### src/logic/softmax_config.svh
// Width and depth macros for the softmax vector unit
`ifndef SOFTMAX_CONFIG_SVH
`define SOFTMAX_CONFIG_SVH

//////////////////////////////////////////////////////////////////////
// Datapath widths
//////////////////////////////////////////////////////////////////////

// Input element and output probability width
`define SOFTMAX_DATA_WIDTH 16

// Exponent value, (256 + f) << 15 at most
`define SOFTMAX_EXP_WIDTH 24

// Row sum, 16 exponents without wrap
`define SOFTMAX_SUM_WIDTH 28

//////////////////////////////////////////////////////////////////////
// Row geometry and divider
//////////////////////////////////////////////////////////////////////

// Longest row held in one buffer bank
`define SOFTMAX_MAX_LENGTH 16

// Row and element counters, must also hold the value 16
`define SOFTMAX_INDEX_WIDTH 5

// Quotient bits before saturation
`define SOFTMAX_DIV_STEPS 16

`endif

### src/logic/softmax_pkg.sv
// Shared types for elements, probabilities, exponents, sums, indices and banks
`include "softmax_config.svh"

package softmax_pkg;

  //////////////////////////////////////////////////////////////////////
  // Stream payloads
  //////////////////////////////////////////////////////////////////////

  // Signed Q8.8 input element
  typedef logic signed [`SOFTMAX_DATA_WIDTH-1:0] data_t;

  // Unsigned Q0.16 probability
  typedef logic [`SOFTMAX_DATA_WIDTH-1:0] prob_t;

  //////////////////////////////////////////////////////////////////////
  // Internal values
  //////////////////////////////////////////////////////////////////////

  // Base-2 exponent approximation
  typedef logic [`SOFTMAX_EXP_WIDTH-1:0] exp_t;

  // Running sum of one row
  typedef logic [`SOFTMAX_SUM_WIDTH-1:0] sum_t;

  // Row or element position, also a count up to 16
  typedef logic [`SOFTMAX_INDEX_WIDTH-1:0] index_t;

  // Row buffer bank select
  typedef logic bank_t;

endpackage

### src/logic/softmax_divider.sv
// Sequential restoring divider, 17 quotient bits saturated to 16
`timescale 1ns/100ps
`include "softmax_config.svh"

module softmax_divider (
  input  logic               CLK,
  input  logic               RST,
  input  logic               div_start,
  input  softmax_pkg::exp_t  dividend,
  input  softmax_pkg::sum_t  divisor,
  output logic               div_done,
  output softmax_pkg::prob_t quotient
);

  localparam int REM_W = `SOFTMAX_SUM_WIDTH + 1;
  localparam int Q_W   = `SOFTMAX_DIV_STEPS + 1;
  localparam int CNT_W = $clog2(Q_W);

  // Partial remainder, already shifted for the next bit
  logic [REM_W-1:0] rem;
  logic [REM_W-1:0] src;
  logic [REM_W-1:0] diff;
  logic [Q_W-1:0]   q_bits;
  logic [CNT_W-1:0] steps_left;
  logic             busy;
  logic             take;

  //////////////////////////////////////////////////////////////////////
  // One quotient bit per cycle
  //////////////////////////////////////////////////////////////////////

  // First bit is taken straight from the dividend
  assign src  = div_start ? REM_W'(dividend) : rem;
  assign take = (src >= {1'b0, divisor});
  assign diff = take ? src - {1'b0, divisor} : src;

  always_ff @(posedge CLK or posedge RST) begin
    if (RST) begin
      busy       <= 1'b0;
      steps_left <= '0;
      div_done   <= 1'b0;
    end else begin
      div_done <= 1'b0;
      if (div_start) begin
        busy       <= 1'b1;
        steps_left <= CNT_W'(Q_W - 1);
      end else if (busy) begin
        steps_left <= steps_left - 1'b1;
        // Last bit lands on this edge
        if (steps_left == CNT_W'(1)) begin
          busy     <= 1'b0;
          div_done <= 1'b1;
        end
      end
    end
  end

  always_ff @(posedge CLK) begin
    if (div_start || busy) begin
      rem    <= diff << 1;
      q_bits <= div_start ? Q_W'(take) : {q_bits[Q_W-2:0], take};
    end
  end

  // 1.0 exactly does not fit Q0.16
  assign quotient = q_bits[Q_W-1] ? '1 : q_bits[Q_W-2:0];

  a_not_busy: assert property (@(posedge CLK) disable iff (RST)
    div_start |-> !busy);
  a_divisor_nonzero: assert property (@(posedge CLK) disable iff (RST)
    div_start |-> divisor != '0);
  a_fixed_latency: assert property (@(posedge CLK) disable iff (RST)
    div_start |-> ##17 div_done);

endmodule

### src/logic/softmax_exp_accumulate.sv
// Execute stage: base-2 exponent approximation, buffer write and row sum
`timescale 1ns/100ps
`include "softmax_config.svh"

module softmax_exp_accumulate (
  input  logic                CLK,
  input  logic                RST,
  input  logic                elem_strobe,
  input  softmax_pkg::data_t  elem_data,
  input  softmax_pkg::index_t elem_index,
  input  softmax_pkg::bank_t  elem_bank,
  input  logic                row_last,
  input  logic                job_last,
  output logic                wr_enable,
  output softmax_pkg::bank_t  wr_bank,
  output softmax_pkg::index_t wr_index,
  output softmax_pkg::exp_t   wr_exp,
  output logic                row_done,
  output softmax_pkg::sum_t   row_sum,
  output softmax_pkg::index_t row_length,
  output softmax_pkg::bank_t  row_bank,
  output logic                row_final
);

  localparam softmax_pkg::index_t ONE_INDEX = 1;

  softmax_pkg::exp_t             elem_exp;
  // One spare bit to catch a wrapping sum
  logic [`SOFTMAX_SUM_WIDTH:0]   sum_wide;

  // 2^x as (256 + f) << (int + 8), integer part clamped to -8..7
  function automatic softmax_pkg::exp_t exp_approx(input softmax_pkg::data_t x);
    logic signed [`SOFTMAX_DATA_WIDTH-9:0] int_part;
    logic [7:0]                            frac;
    logic [3:0]                            shift;
    int_part = x[`SOFTMAX_DATA_WIDTH-1:8];
    frac     = x[7:0];
    if (int_part > 7) begin
      shift = 4'd15;
    end else if (int_part < -8) begin
      shift = 4'd0;
    end else begin
      // -8..7 maps onto 0..15 modulo 16
      shift = int_part[3:0] + 4'd8;
    end
    return softmax_pkg::exp_t'({1'b1, frac}) << shift;
  endfunction

  assign elem_exp = exp_approx(elem_data);
  assign sum_wide = {1'b0, row_sum} + elem_exp;

  //////////////////////////////////////////////////////////////////////
  // Strobes, one cycle after the element
  //////////////////////////////////////////////////////////////////////

  always_ff @(posedge CLK or posedge RST) begin
    if (RST) begin
      wr_enable <= 1'b0;
      row_done  <= 1'b0;
    end else begin
      wr_enable <= elem_strobe;
      row_done  <= elem_strobe && row_last;
    end
  end

  // Write data and row summary
  always_ff @(posedge CLK) begin
    if (elem_strobe) begin
      wr_bank  <= elem_bank;
      wr_index <= elem_index;
      wr_exp   <= elem_exp;
      // First element restarts the sum
      if (elem_index == '0) begin
        row_sum <= softmax_pkg::sum_t'(elem_exp);
      end else begin
        row_sum <= sum_wide[`SOFTMAX_SUM_WIDTH-1:0];
      end
      row_length <= elem_index + ONE_INDEX;
      row_bank   <= elem_bank;
      row_final  <= job_last;
    end
  end

  a_sum_no_wrap: assert property (@(posedge CLK) disable iff (RST)
    elem_strobe && elem_index != '0 |-> !sum_wide[`SOFTMAX_SUM_WIDTH]);

endmodule

### src/logic/softmax_normalize.sv
// Result stage: row queue, buffer read, division and output strobes
`timescale 1ns/100ps

module softmax_normalize (
  input  logic                CLK,
  input  logic                RST,
  input  logic                row_done,
  input  softmax_pkg::sum_t   row_sum,
  input  softmax_pkg::index_t row_length,
  input  softmax_pkg::bank_t  row_bank,
  input  logic                row_final,
  input  softmax_pkg::exp_t   rd_exp,
  output softmax_pkg::bank_t  rd_bank,
  output softmax_pkg::index_t rd_index,
  output logic                bank_release,
  output softmax_pkg::bank_t  release_bank,
  output logic                READY,
  output logic                DATA_OUT_VECTOR_ENABLE,
  output logic                DATA_OUT_SCALAR_ENABLE,
  output softmax_pkg::prob_t  DATA_OUT
);

  localparam softmax_pkg::index_t ONE_INDEX = 1;

  typedef enum logic [2:0] {S_IDLE, S_READ, S_START, S_WAIT, S_NEXT} state_t;

  state_t              state;
  // Holding register for a row finished during normalization
  logic                hold_valid;
  softmax_pkg::sum_t   hold_sum;
  softmax_pkg::index_t hold_length;
  softmax_pkg::bank_t  hold_bank;
  logic                hold_final;
  // Row being normalized
  softmax_pkg::sum_t   act_sum;
  softmax_pkg::index_t act_length;
  softmax_pkg::bank_t  act_bank;
  logic                act_final;
  softmax_pkg::index_t elem;
  logic                elem_last;
  logic                take_row;
  logic                div_start;
  logic                div_done;
  softmax_pkg::prob_t  quotient;

  assign rd_bank   = act_bank;
  assign rd_index  = elem;
  assign elem_last = (elem == act_length - ONE_INDEX);
  assign take_row  = (state == S_IDLE) && hold_valid;
  // rd_exp is valid in this state
  assign div_start = (state == S_START);

  //////////////////////////////////////////////////////////////////////
  // Row queue and element walk
  //////////////////////////////////////////////////////////////////////

  always_ff @(posedge CLK) begin
    if (row_done) begin
      hold_sum    <= row_sum;
      hold_length <= row_length;
      hold_bank   <= row_bank;
      hold_final  <= row_final;
    end
    if (take_row) begin
      act_sum    <= hold_sum;
      act_length <= hold_length;
      act_bank   <= hold_bank;
      act_final  <= hold_final;
    end
  end

  always_ff @(posedge CLK or posedge RST) begin
    if (RST) begin
      state      <= S_IDLE;
      hold_valid <= 1'b0;
      elem       <= '0;
    end else begin
      if (row_done) begin
        hold_valid <= 1'b1;
      end else if (take_row) begin
        hold_valid <= 1'b0;
      end
      case (state)
        S_IDLE: begin
          if (hold_valid) begin
            elem  <= '0;
            state <= S_READ;
          end
        end
        S_READ:  state <= S_START;
        S_START: state <= S_WAIT;
        S_WAIT: begin
          if (div_done) begin
            state <= S_NEXT;
          end
        end
        S_NEXT: begin
          // Result is on the outputs this cycle
          if (elem_last) begin
            state <= S_IDLE;
          end else begin
            elem  <= elem + ONE_INDEX;
            state <= S_READ;
          end
        end
        default: state <= S_IDLE;
      endcase
    end
  end

  //////////////////////////////////////////////////////////////////////
  // Output strobes, one cycle after div_done
  //////////////////////////////////////////////////////////////////////

  always_ff @(posedge CLK or posedge RST) begin
    if (RST) begin
      DATA_OUT_SCALAR_ENABLE <= 1'b0;
      DATA_OUT_VECTOR_ENABLE <= 1'b0;
      READY                  <= 1'b0;
      bank_release           <= 1'b0;
    end else begin
      DATA_OUT_SCALAR_ENABLE <= div_done;
      DATA_OUT_VECTOR_ENABLE <= div_done && elem_last;
      READY                  <= div_done && elem_last && act_final;
      bank_release           <= div_done && elem_last;
    end
  end

  always_ff @(posedge CLK) begin
    if (div_done) begin
      DATA_OUT     <= quotient;
      release_bank <= act_bank;
    end
  end

  softmax_divider divider (
    .CLK      (CLK),
    .RST      (RST),
    .div_start(div_start),
    .dividend (rd_exp),
    .divisor  (act_sum),
    .div_done (div_done),
    .quotient (quotient)
  );

  // Bank rule keeps the queue at one entry
  a_queue_room: assert property (@(posedge CLK) disable iff (RST)
    row_done && hold_valid |-> take_row);

endmodule

### src/logic/softmax_row_buffer.sv
// Two-bank exponent store with one write port and one registered read port
`timescale 1ns/100ps
`include "softmax_config.svh"

module softmax_row_buffer (
  input  logic                CLK,
  input  logic                wr_enable,
  input  softmax_pkg::bank_t  wr_bank,
  input  softmax_pkg::index_t wr_index,
  input  softmax_pkg::exp_t   wr_exp,
  input  softmax_pkg::bank_t  rd_bank,
  input  softmax_pkg::index_t rd_index,
  output softmax_pkg::exp_t   rd_exp
);

  // Element address within a bank
  localparam int ADDR_W = $clog2(`SOFTMAX_MAX_LENGTH);

  // One row per bank
  softmax_pkg::exp_t mem [2][`SOFTMAX_MAX_LENGTH];

  //////////////////////////////////////////////////////////////////////
  // Write one row while the other is read
  //////////////////////////////////////////////////////////////////////

  always_ff @(posedge CLK) begin
    if (wr_enable) begin
      mem[wr_bank][wr_index[ADDR_W-1:0]] <= wr_exp;
    end
    // Read data one cycle after the address
    rd_exp <= mem[rd_bank][rd_index[ADDR_W-1:0]];
  end

endmodule

### src/logic/softmax_row_sequencer.sv
// Decode stage: row and element counters, bank busy flags, strobe tagging, sender checks
`timescale 1ns/100ps
`include "softmax_config.svh"

module softmax_row_sequencer (
  input  logic                CLK,
  input  logic                RST,
  input  logic                START,
  input  logic                DATA_IN_VECTOR_ENABLE,
  input  logic                DATA_IN_SCALAR_ENABLE,
  input  softmax_pkg::index_t SIZE_IN,
  input  softmax_pkg::index_t LENGTH_IN,
  input  softmax_pkg::data_t  DATA_IN,
  input  logic                bank_release,
  input  softmax_pkg::bank_t  release_bank,
  output logic                elem_strobe,
  output softmax_pkg::data_t  elem_data,
  output softmax_pkg::index_t elem_index,
  output softmax_pkg::bank_t  elem_bank,
  output logic                row_last,
  output logic                job_last
);

  localparam softmax_pkg::index_t ONE_INDEX = 1;

  softmax_pkg::index_t row_count;
  softmax_pkg::index_t elem_count;
  softmax_pkg::bank_t  cur_bank;
  logic [1:0]          bank_busy;
  // Only watched by the shape check
  logic                job_active;

  //////////////////////////////////////////////////////////////////////
  // Strobe tagging
  //////////////////////////////////////////////////////////////////////

  // Either input strobe is one element
  assign elem_strobe = DATA_IN_VECTOR_ENABLE | DATA_IN_SCALAR_ENABLE;
  assign elem_data   = DATA_IN;
  assign elem_index  = elem_count;
  assign elem_bank   = cur_bank;
  assign row_last    = (elem_count == LENGTH_IN - ONE_INDEX);
  assign job_last    = row_last && (row_count == SIZE_IN - ONE_INDEX);

  //////////////////////////////////////////////////////////////////////
  // Counters
  //////////////////////////////////////////////////////////////////////

  always_ff @(posedge CLK or posedge RST) begin
    if (RST) begin
      row_count  <= '0;
      elem_count <= '0;
      cur_bank   <= 1'b0;
      job_active <= 1'b0;
    end else if (START) begin
      // New job restarts both loops
      row_count  <= '0;
      elem_count <= '0;
      job_active <= 1'b1;
    end else if (elem_strobe) begin
      if (row_last) begin
        elem_count <= '0;
        // Next row goes to the other bank
        cur_bank   <= ~cur_bank;
        if (job_last) begin
          row_count  <= '0;
          job_active <= 1'b0;
        end else begin
          row_count <= row_count + ONE_INDEX;
        end
      end else begin
        elem_count <= elem_count + ONE_INDEX;
      end
    end
  end

  // Bank is busy from its last write until its row is normalized
  always_ff @(posedge CLK or posedge RST) begin
    if (RST) begin
      bank_busy <= '0;
    end else begin
      for (int b = 0; b < 2; b++) begin
        if (elem_strobe && row_last && cur_bank == b[0]) begin
          bank_busy[b] <= 1'b1;
        end else if (bank_release && release_bank == b[0]) begin
          bank_busy[b] <= 1'b0;
        end
      end
    end
  end

  // Sender rules
  a_one_strobe: assert property (@(posedge CLK) disable iff (RST)
    !(DATA_IN_VECTOR_ENABLE && DATA_IN_SCALAR_ENABLE));
  a_row_opens_vector: assert property (@(posedge CLK) disable iff (RST)
    elem_strobe |-> (DATA_IN_VECTOR_ENABLE == (elem_count == '0)));
  a_bank_free: assert property (@(posedge CLK) disable iff (RST)
    elem_strobe |-> !bank_busy[cur_bank]);
  a_shape_held: assert property (@(posedge CLK) disable iff (RST)
    job_active && !START |-> $stable(SIZE_IN) && $stable(LENGTH_IN));
  a_length_range: assert property (@(posedge CLK) disable iff (RST)
    elem_strobe |-> LENGTH_IN >= 1 && LENGTH_IN <= `SOFTMAX_MAX_LENGTH);

endmodule

### src/logic/softmax_vector_unit.sv
// Top level: sequencer, exponent stage, row buffer and normalizer
`timescale 1ns/100ps

module softmax_vector_unit (
  input  logic                CLK,
  input  logic                RST,
  input  logic                START,
  input  logic                DATA_IN_VECTOR_ENABLE,
  input  logic                DATA_IN_SCALAR_ENABLE,
  input  softmax_pkg::index_t SIZE_IN,
  input  softmax_pkg::index_t LENGTH_IN,
  input  softmax_pkg::data_t  DATA_IN,
  output logic                READY,
  output logic                DATA_OUT_VECTOR_ENABLE,
  output logic                DATA_OUT_SCALAR_ENABLE,
  output softmax_pkg::prob_t  DATA_OUT
);

  // Decode to execute
  logic                elem_strobe;
  softmax_pkg::data_t  elem_data;
  softmax_pkg::index_t elem_index;
  softmax_pkg::bank_t  elem_bank;
  logic                row_last;
  logic                job_last;
  // Execute to buffer
  logic                wr_enable;
  softmax_pkg::bank_t  wr_bank;
  softmax_pkg::index_t wr_index;
  softmax_pkg::exp_t   wr_exp;
  // Execute to result
  logic                row_done;
  softmax_pkg::sum_t   row_sum;
  softmax_pkg::index_t row_length;
  softmax_pkg::bank_t  row_bank;
  logic                row_final;
  // Result to buffer and decode
  softmax_pkg::bank_t  rd_bank;
  softmax_pkg::index_t rd_index;
  softmax_pkg::exp_t   rd_exp;
  logic                bank_release;
  softmax_pkg::bank_t  release_bank;

  //////////////////////////////////////////////////////////////////////
  // Pipeline stages
  //////////////////////////////////////////////////////////////////////

  softmax_row_sequencer sequencer (
    .CLK(CLK), .RST(RST), .START(START),
    .DATA_IN_VECTOR_ENABLE(DATA_IN_VECTOR_ENABLE),
    .DATA_IN_SCALAR_ENABLE(DATA_IN_SCALAR_ENABLE),
    .SIZE_IN(SIZE_IN), .LENGTH_IN(LENGTH_IN), .DATA_IN(DATA_IN),
    .bank_release(bank_release), .release_bank(release_bank),
    .elem_strobe(elem_strobe), .elem_data(elem_data), .elem_index(elem_index),
    .elem_bank(elem_bank), .row_last(row_last), .job_last(job_last)
  );

  softmax_exp_accumulate exp_stage (
    .CLK(CLK), .RST(RST),
    .elem_strobe(elem_strobe), .elem_data(elem_data), .elem_index(elem_index),
    .elem_bank(elem_bank), .row_last(row_last), .job_last(job_last),
    .wr_enable(wr_enable), .wr_bank(wr_bank), .wr_index(wr_index), .wr_exp(wr_exp),
    .row_done(row_done), .row_sum(row_sum), .row_length(row_length),
    .row_bank(row_bank), .row_final(row_final)
  );

  softmax_row_buffer row_buffer (
    .CLK(CLK),
    .wr_enable(wr_enable), .wr_bank(wr_bank), .wr_index(wr_index), .wr_exp(wr_exp),
    .rd_bank(rd_bank), .rd_index(rd_index), .rd_exp(rd_exp)
  );

  softmax_normalize normalize (
    .CLK(CLK), .RST(RST),
    .row_done(row_done), .row_sum(row_sum), .row_length(row_length),
    .row_bank(row_bank), .row_final(row_final), .rd_exp(rd_exp),
    .rd_bank(rd_bank), .rd_index(rd_index),
    .bank_release(bank_release), .release_bank(release_bank),
    .READY(READY),
    .DATA_OUT_VECTOR_ENABLE(DATA_OUT_VECTOR_ENABLE),
    .DATA_OUT_SCALAR_ENABLE(DATA_OUT_SCALAR_ENABLE),
    .DATA_OUT(DATA_OUT)
  );

endmodule

### config.mk
export PLATFORM = sky130hd
export DESIGN_NAME = softmax_vector_unit
export DESIGN_NICKNAME = d
export VERILOG_FILES = /design/src/logic/softmax_pkg.sv /design/src/logic/softmax_divider.sv /design/src/logic/softmax_exp_accumulate.sv /design/src/logic/softmax_normalize.sv /design/src/logic/softmax_row_buffer.sv /design/src/logic/softmax_row_sequencer.sv /design/src/logic/softmax_vector_unit.sv
export VERILOG_INCLUDE_DIRS = /design/src /design/src/logic
export SDC_FILE = /design/constraint.sdc
export NUM_CORES = 1
export LEC_CHECK = 0
export ABC_CLOCK_PERIOD_IN_PS = 3800
export BUFFER_PORTS_ARGS = -buffer_cell sky130_fd_sc_hd__buf_2
export CELL_PAD_IN_SITES_DETAIL_PLACEMENT = 1
export CELL_PAD_IN_SITES_GLOBAL_PLACEMENT = 2
export CORE_ASPECT_RATIO = 1.25
export CORE_MARGIN = 10
export CORE_UTILIZATION = 42
export DETAILED_ROUTE_END_ITERATION = 6
export GPL_ROUTABILITY_DRIVEN = 0
export GPL_TIMING_DRIVEN = 0
export PLACE_DENSITY = 0.8
export SYNTH_ARGS = -nofsm -noshare
export SYNTH_HDL_FRONTEND = slang
export SYNTH_SLANG_ARGS = --single-unit
### constraint.sdc
create_clock -name CLK -period 3.8 [get_ports CLK]
set_clock_uncertainty 0.1 [all_clocks]
set_input_delay 0.76 -clock CLK [delete_from_list [all_inputs] [get_ports CLK]]
set_output_delay 0.76 -clock CLK [all_outputs]
set_load 0.1 [all_outputs]
==> out/qor.txt <==
Global-route wire length before repair: 165,300 microns
Area delta synth->final: 18.13%
Worst EP arrival: 4.38 ns
First drt pass iteration count: 5
Seq. cell area: 0.03019 sq mm
RSZ-0062 raised after global routing: true
Worst IR Drop VDD: 0.3271 mV
Vias in the first global route: 24,700
Post-Syn Area per Cell: 18.35 sq um
Pre-CTS setup slack: -1.997 ns
Total Routing Usage GR: 19.53%
Post-Route WL: 113,400 microns
Period utilization: 107.1%
Post-synth ARST share: 3.140%
Placed cells: 3,689
Worst slew margin: 6.393%
Routed WL per cell: 28.82 microns
Clock sinks: 1,019
Synth top area cells: edfxtp_1 (68%), mux4_2 (13%), dfrtp_1 (1.9%)
Site Rows: 130
CTS H-tree depth: 3
Distinct cells, synth: 83
Kind of critical path: primary input to flip-flop
MaxCap Viol Count: 0
Dominant cell type by area after synthesis: edfxtp_1
Multi-input gate area: 0.01278 sq mm
HP Class: primary input to async pin
IO Port Bufs: 49
Hold Buf Count CTS: 0
Worst EP required: 4.12 ns
# DRC: 0
WHS: 0.1275 ns
Clk root buf: clkbuf_16
Fill cells: 9,302
Worst-path clk slew: 0.06 ns
Core box area: 0.1002 sq mm
Initial Util: 42.16%
Total gr overflow: 0
Ys flop type: edfxtp_1
FF+latch count, synth: 1,019
Fin crit period: 4.068 ns
Iter 0 DRT Violations: 2,287
Fin cells: 3,935
Internal reg-to-reg setup slack: 0.04 ns
Share of cells above drive strength 1: 32.67%
Setup ws final: -0.2682 ns
Status: finished with violations
Sequential share of the synthesized area: 71.47%
Critical Path Start Type: primary input
Max Fclk: 245.8 MHz
ANT nets after route: 0
R2R Path Start: normalize.state[2]
Antenna violations before repair: 4
Chip Width: 303.7 microns
Pin count of the biggest net entering global routing: 66
Layout Nets: 2,625
Clk_lat worst skew: 0.71 ns
DIE AREA: 0.1137 sq mm
Leak pwr: 16.55 nW
Tightest Pin Transition: 1.404 ns
Post-synth top area share: 68.39%
Die height: 374.6 microns
Critical Path Sink Type: flip-flop
Synth Net Count: 2,396
Clock buffer depth: 3
Cell depth of the worst flop-to-flop path: 14
HPWL after DPL: 72,340 microns
Inserted Clock Buffers: 95
R2r endpoint: normalize.divider.rem[25]
Final slew viol count: 0
Num ports: 50
PwrDens: 647.3 mW/mm^2
Mapped Area: 0.04224 sq mm
Final Util: 49.80%
Total number of vias: 22,790
Mapped Cells: 2,302
Failing checks: setup timing
Clock tree from TritonCTS: done
Warnings from Yosys: 0
Final setup violation count: 14
Max Fanout on Critical Path: 5
EDFF count, synth: 962
Vias per cell: 5.791
Final hold viol count: 0
-- cell type report --
| type | count | area share [%] |
|---|---|---|
| Sequential cell | 1019 | 60.51 |
| Clock buffer | 118 | 5.143 |
| Inverter | 68 | 0.5165 |
| Timing Repair Buffer | 142 | 2.397 |
| Buffer | 90 | 1.081 |
| Tap cell | 1320 | 3.310 |
| Antenna cell | 1 | 0.005015 |
| Multi-Input combinational cell | 1115 | 25.62 |
| Clock inverter | 62 | 1.422 |
-- Yosys cell counts (36+ instances only) --
master	count
edfxtp_1	962
mux4_2	241
nand2_1	140
nor2_1	101
inv_1	68
ha_1	61
clkbuf_1	60
a21oi_1	54
mux2_2	52
o21ai_0	43
xnor2_1	37
nand3_1	36
-- power by group --
part | internal [mW] | switching [mW] | leakage, nW | total [mW]
sequential | 13.7 | 0.710 | 9.52 | 14.4
clock | 5.61 | 4.29 | 1.58 | 9.90
combinational | 3.67 | 4.34 | 5.45 | 8.01
total | 23.0 | 9.34 | 16.6 | 32.3
-- registers in the layout, indices dropped and copies added, names as in the netlist, 3 cells and up, named ones only --
register / cells
exp_stage.wr_index: 4
normalize.rd_index: 5
exp_stage.row_length: 5
normalize.hold_sum: 28
sequencer.row_count: 5
exp_stage.wr_exp: 24
row_buffer.mem: 768
normalize.DATA_OUT: 16
row_buffer.rd_exp: 24
normalize.act_sum: 28
normalize.divider.steps_left: 5
sequencer.elem_index: 5
normalize.hold_length: 5
exp_stage.row_sum: 28
normalize.act_length: 5
normalize.divider.rem: 28
normalize.divider.q_bits: 17
normalize.state: 3
-- placed cells by master (no fill, tap or decap), drive strengths merged, types with 18 or more instances in the layout --
cell,Yosys,routed
a21o,22,22
buf,38,178
ha,61,61
nand2b,21,21
dfxtp,25,25
o21ai,52,52
dfrtp,32,32
clkinv,0,39
mux2,57,57
mux4,241,241
nand3,36,36
nand2,140,140
edfxtp,962,962
xnor2,37,37
mux2i,22,22
clkbuf,62,172
and2,22,22
xor2,26,26
inv,68,72
nor3,30,30
a21oi,57,57
nor2,101,101
or2,18,18
-- worst max path at each step --
stage / startpoint / end / slack [ns]
2_1_floorplan: DATA_IN[11] / exp_stage.row_sum[24] / -0.38
3_3_place_gp: DATA_IN[11] / exp_stage.row_sum[24] / -1.88
3_5_place_dp: DATA_IN[11] / exp_stage.row_sum[24] / -2.00
4_1_cts: DATA_IN[12] / exp_stage.row_sum[27] / -0.14
5_1_grt: DATA_IN[12] / exp_stage.row_sum[27] / -0.46
6_report: DATA_IN[12] / exp_stage.row_sum[12] / -0.27
-- through the flow --
stage | power (mW) | cell area (sq um) | TNS, ns
3_5_place_dp | 21.08 | 44820 | -54.82
4_1_cts | 31.85 | 49460 | -0.5436
5_1_grt | 33.68 | 49900 | -5.934
3_3_place_gp | 20.63 | 44270 | -115.54
2_1_floorplan | 19.05 | 42370 | -4.778
6_report | 32.30 | 49900 | -2.318
-- worst max-delay path: stages --
cell and delay, ns:
buf_12 0.11, nor3_4 0.20, a21oi_2 0.10, a21oi_4 0.21, buf_6 0.15, mux2i_4 0.27, buf_6 0.13, nor3_1 0.04
a21oi_2 0.13, buf_6 0.13, nor2_4 0.05, ha_4 0.23, nor2_1 0.20, o21ai_2 0.15, a31o_1 0.26, a211o_1 0.36
a2111oi_4 0.40, nor3_2 0.09, xor2_1 0.15, mux2_2 0.26
-- kinds of logic after synthesis --
logic type,Yosys count,synth area share [%]
DFF,1019,71.47
xor gates and xnor gates,63,1.306
muxes,320,14.93
adders and majority gates,63,1.902
AOI/OAI and AO/OA,230,3.726
buffers and inverters,168,1.638
and+or+nand+nor,439,5.027
-- layer usage --
layer | vias to the layer above | GRT usage (%) | wire (microns)
met3 | 227 | 2.879 | 6394
met2 | 827 | 34.01 | 58770
met4 | 0 | 11.44 | 6496
met5 | - | 0 | 0
met1 | 12050 | 22.79 | 41730
li1 | 9680 | - | -
-- timing repair --
| action | in CTS | in global routing |
|---|---|---|
| resized for setup | 182 | 75 |
| pin swaps | 56 | 42 |
| cloned | 1 | 1 |
| endpoints found under the setup margin | 80 | 47 |
| buffers inserted | 62 | 11 |
Power figures use the tool's default switching activity.
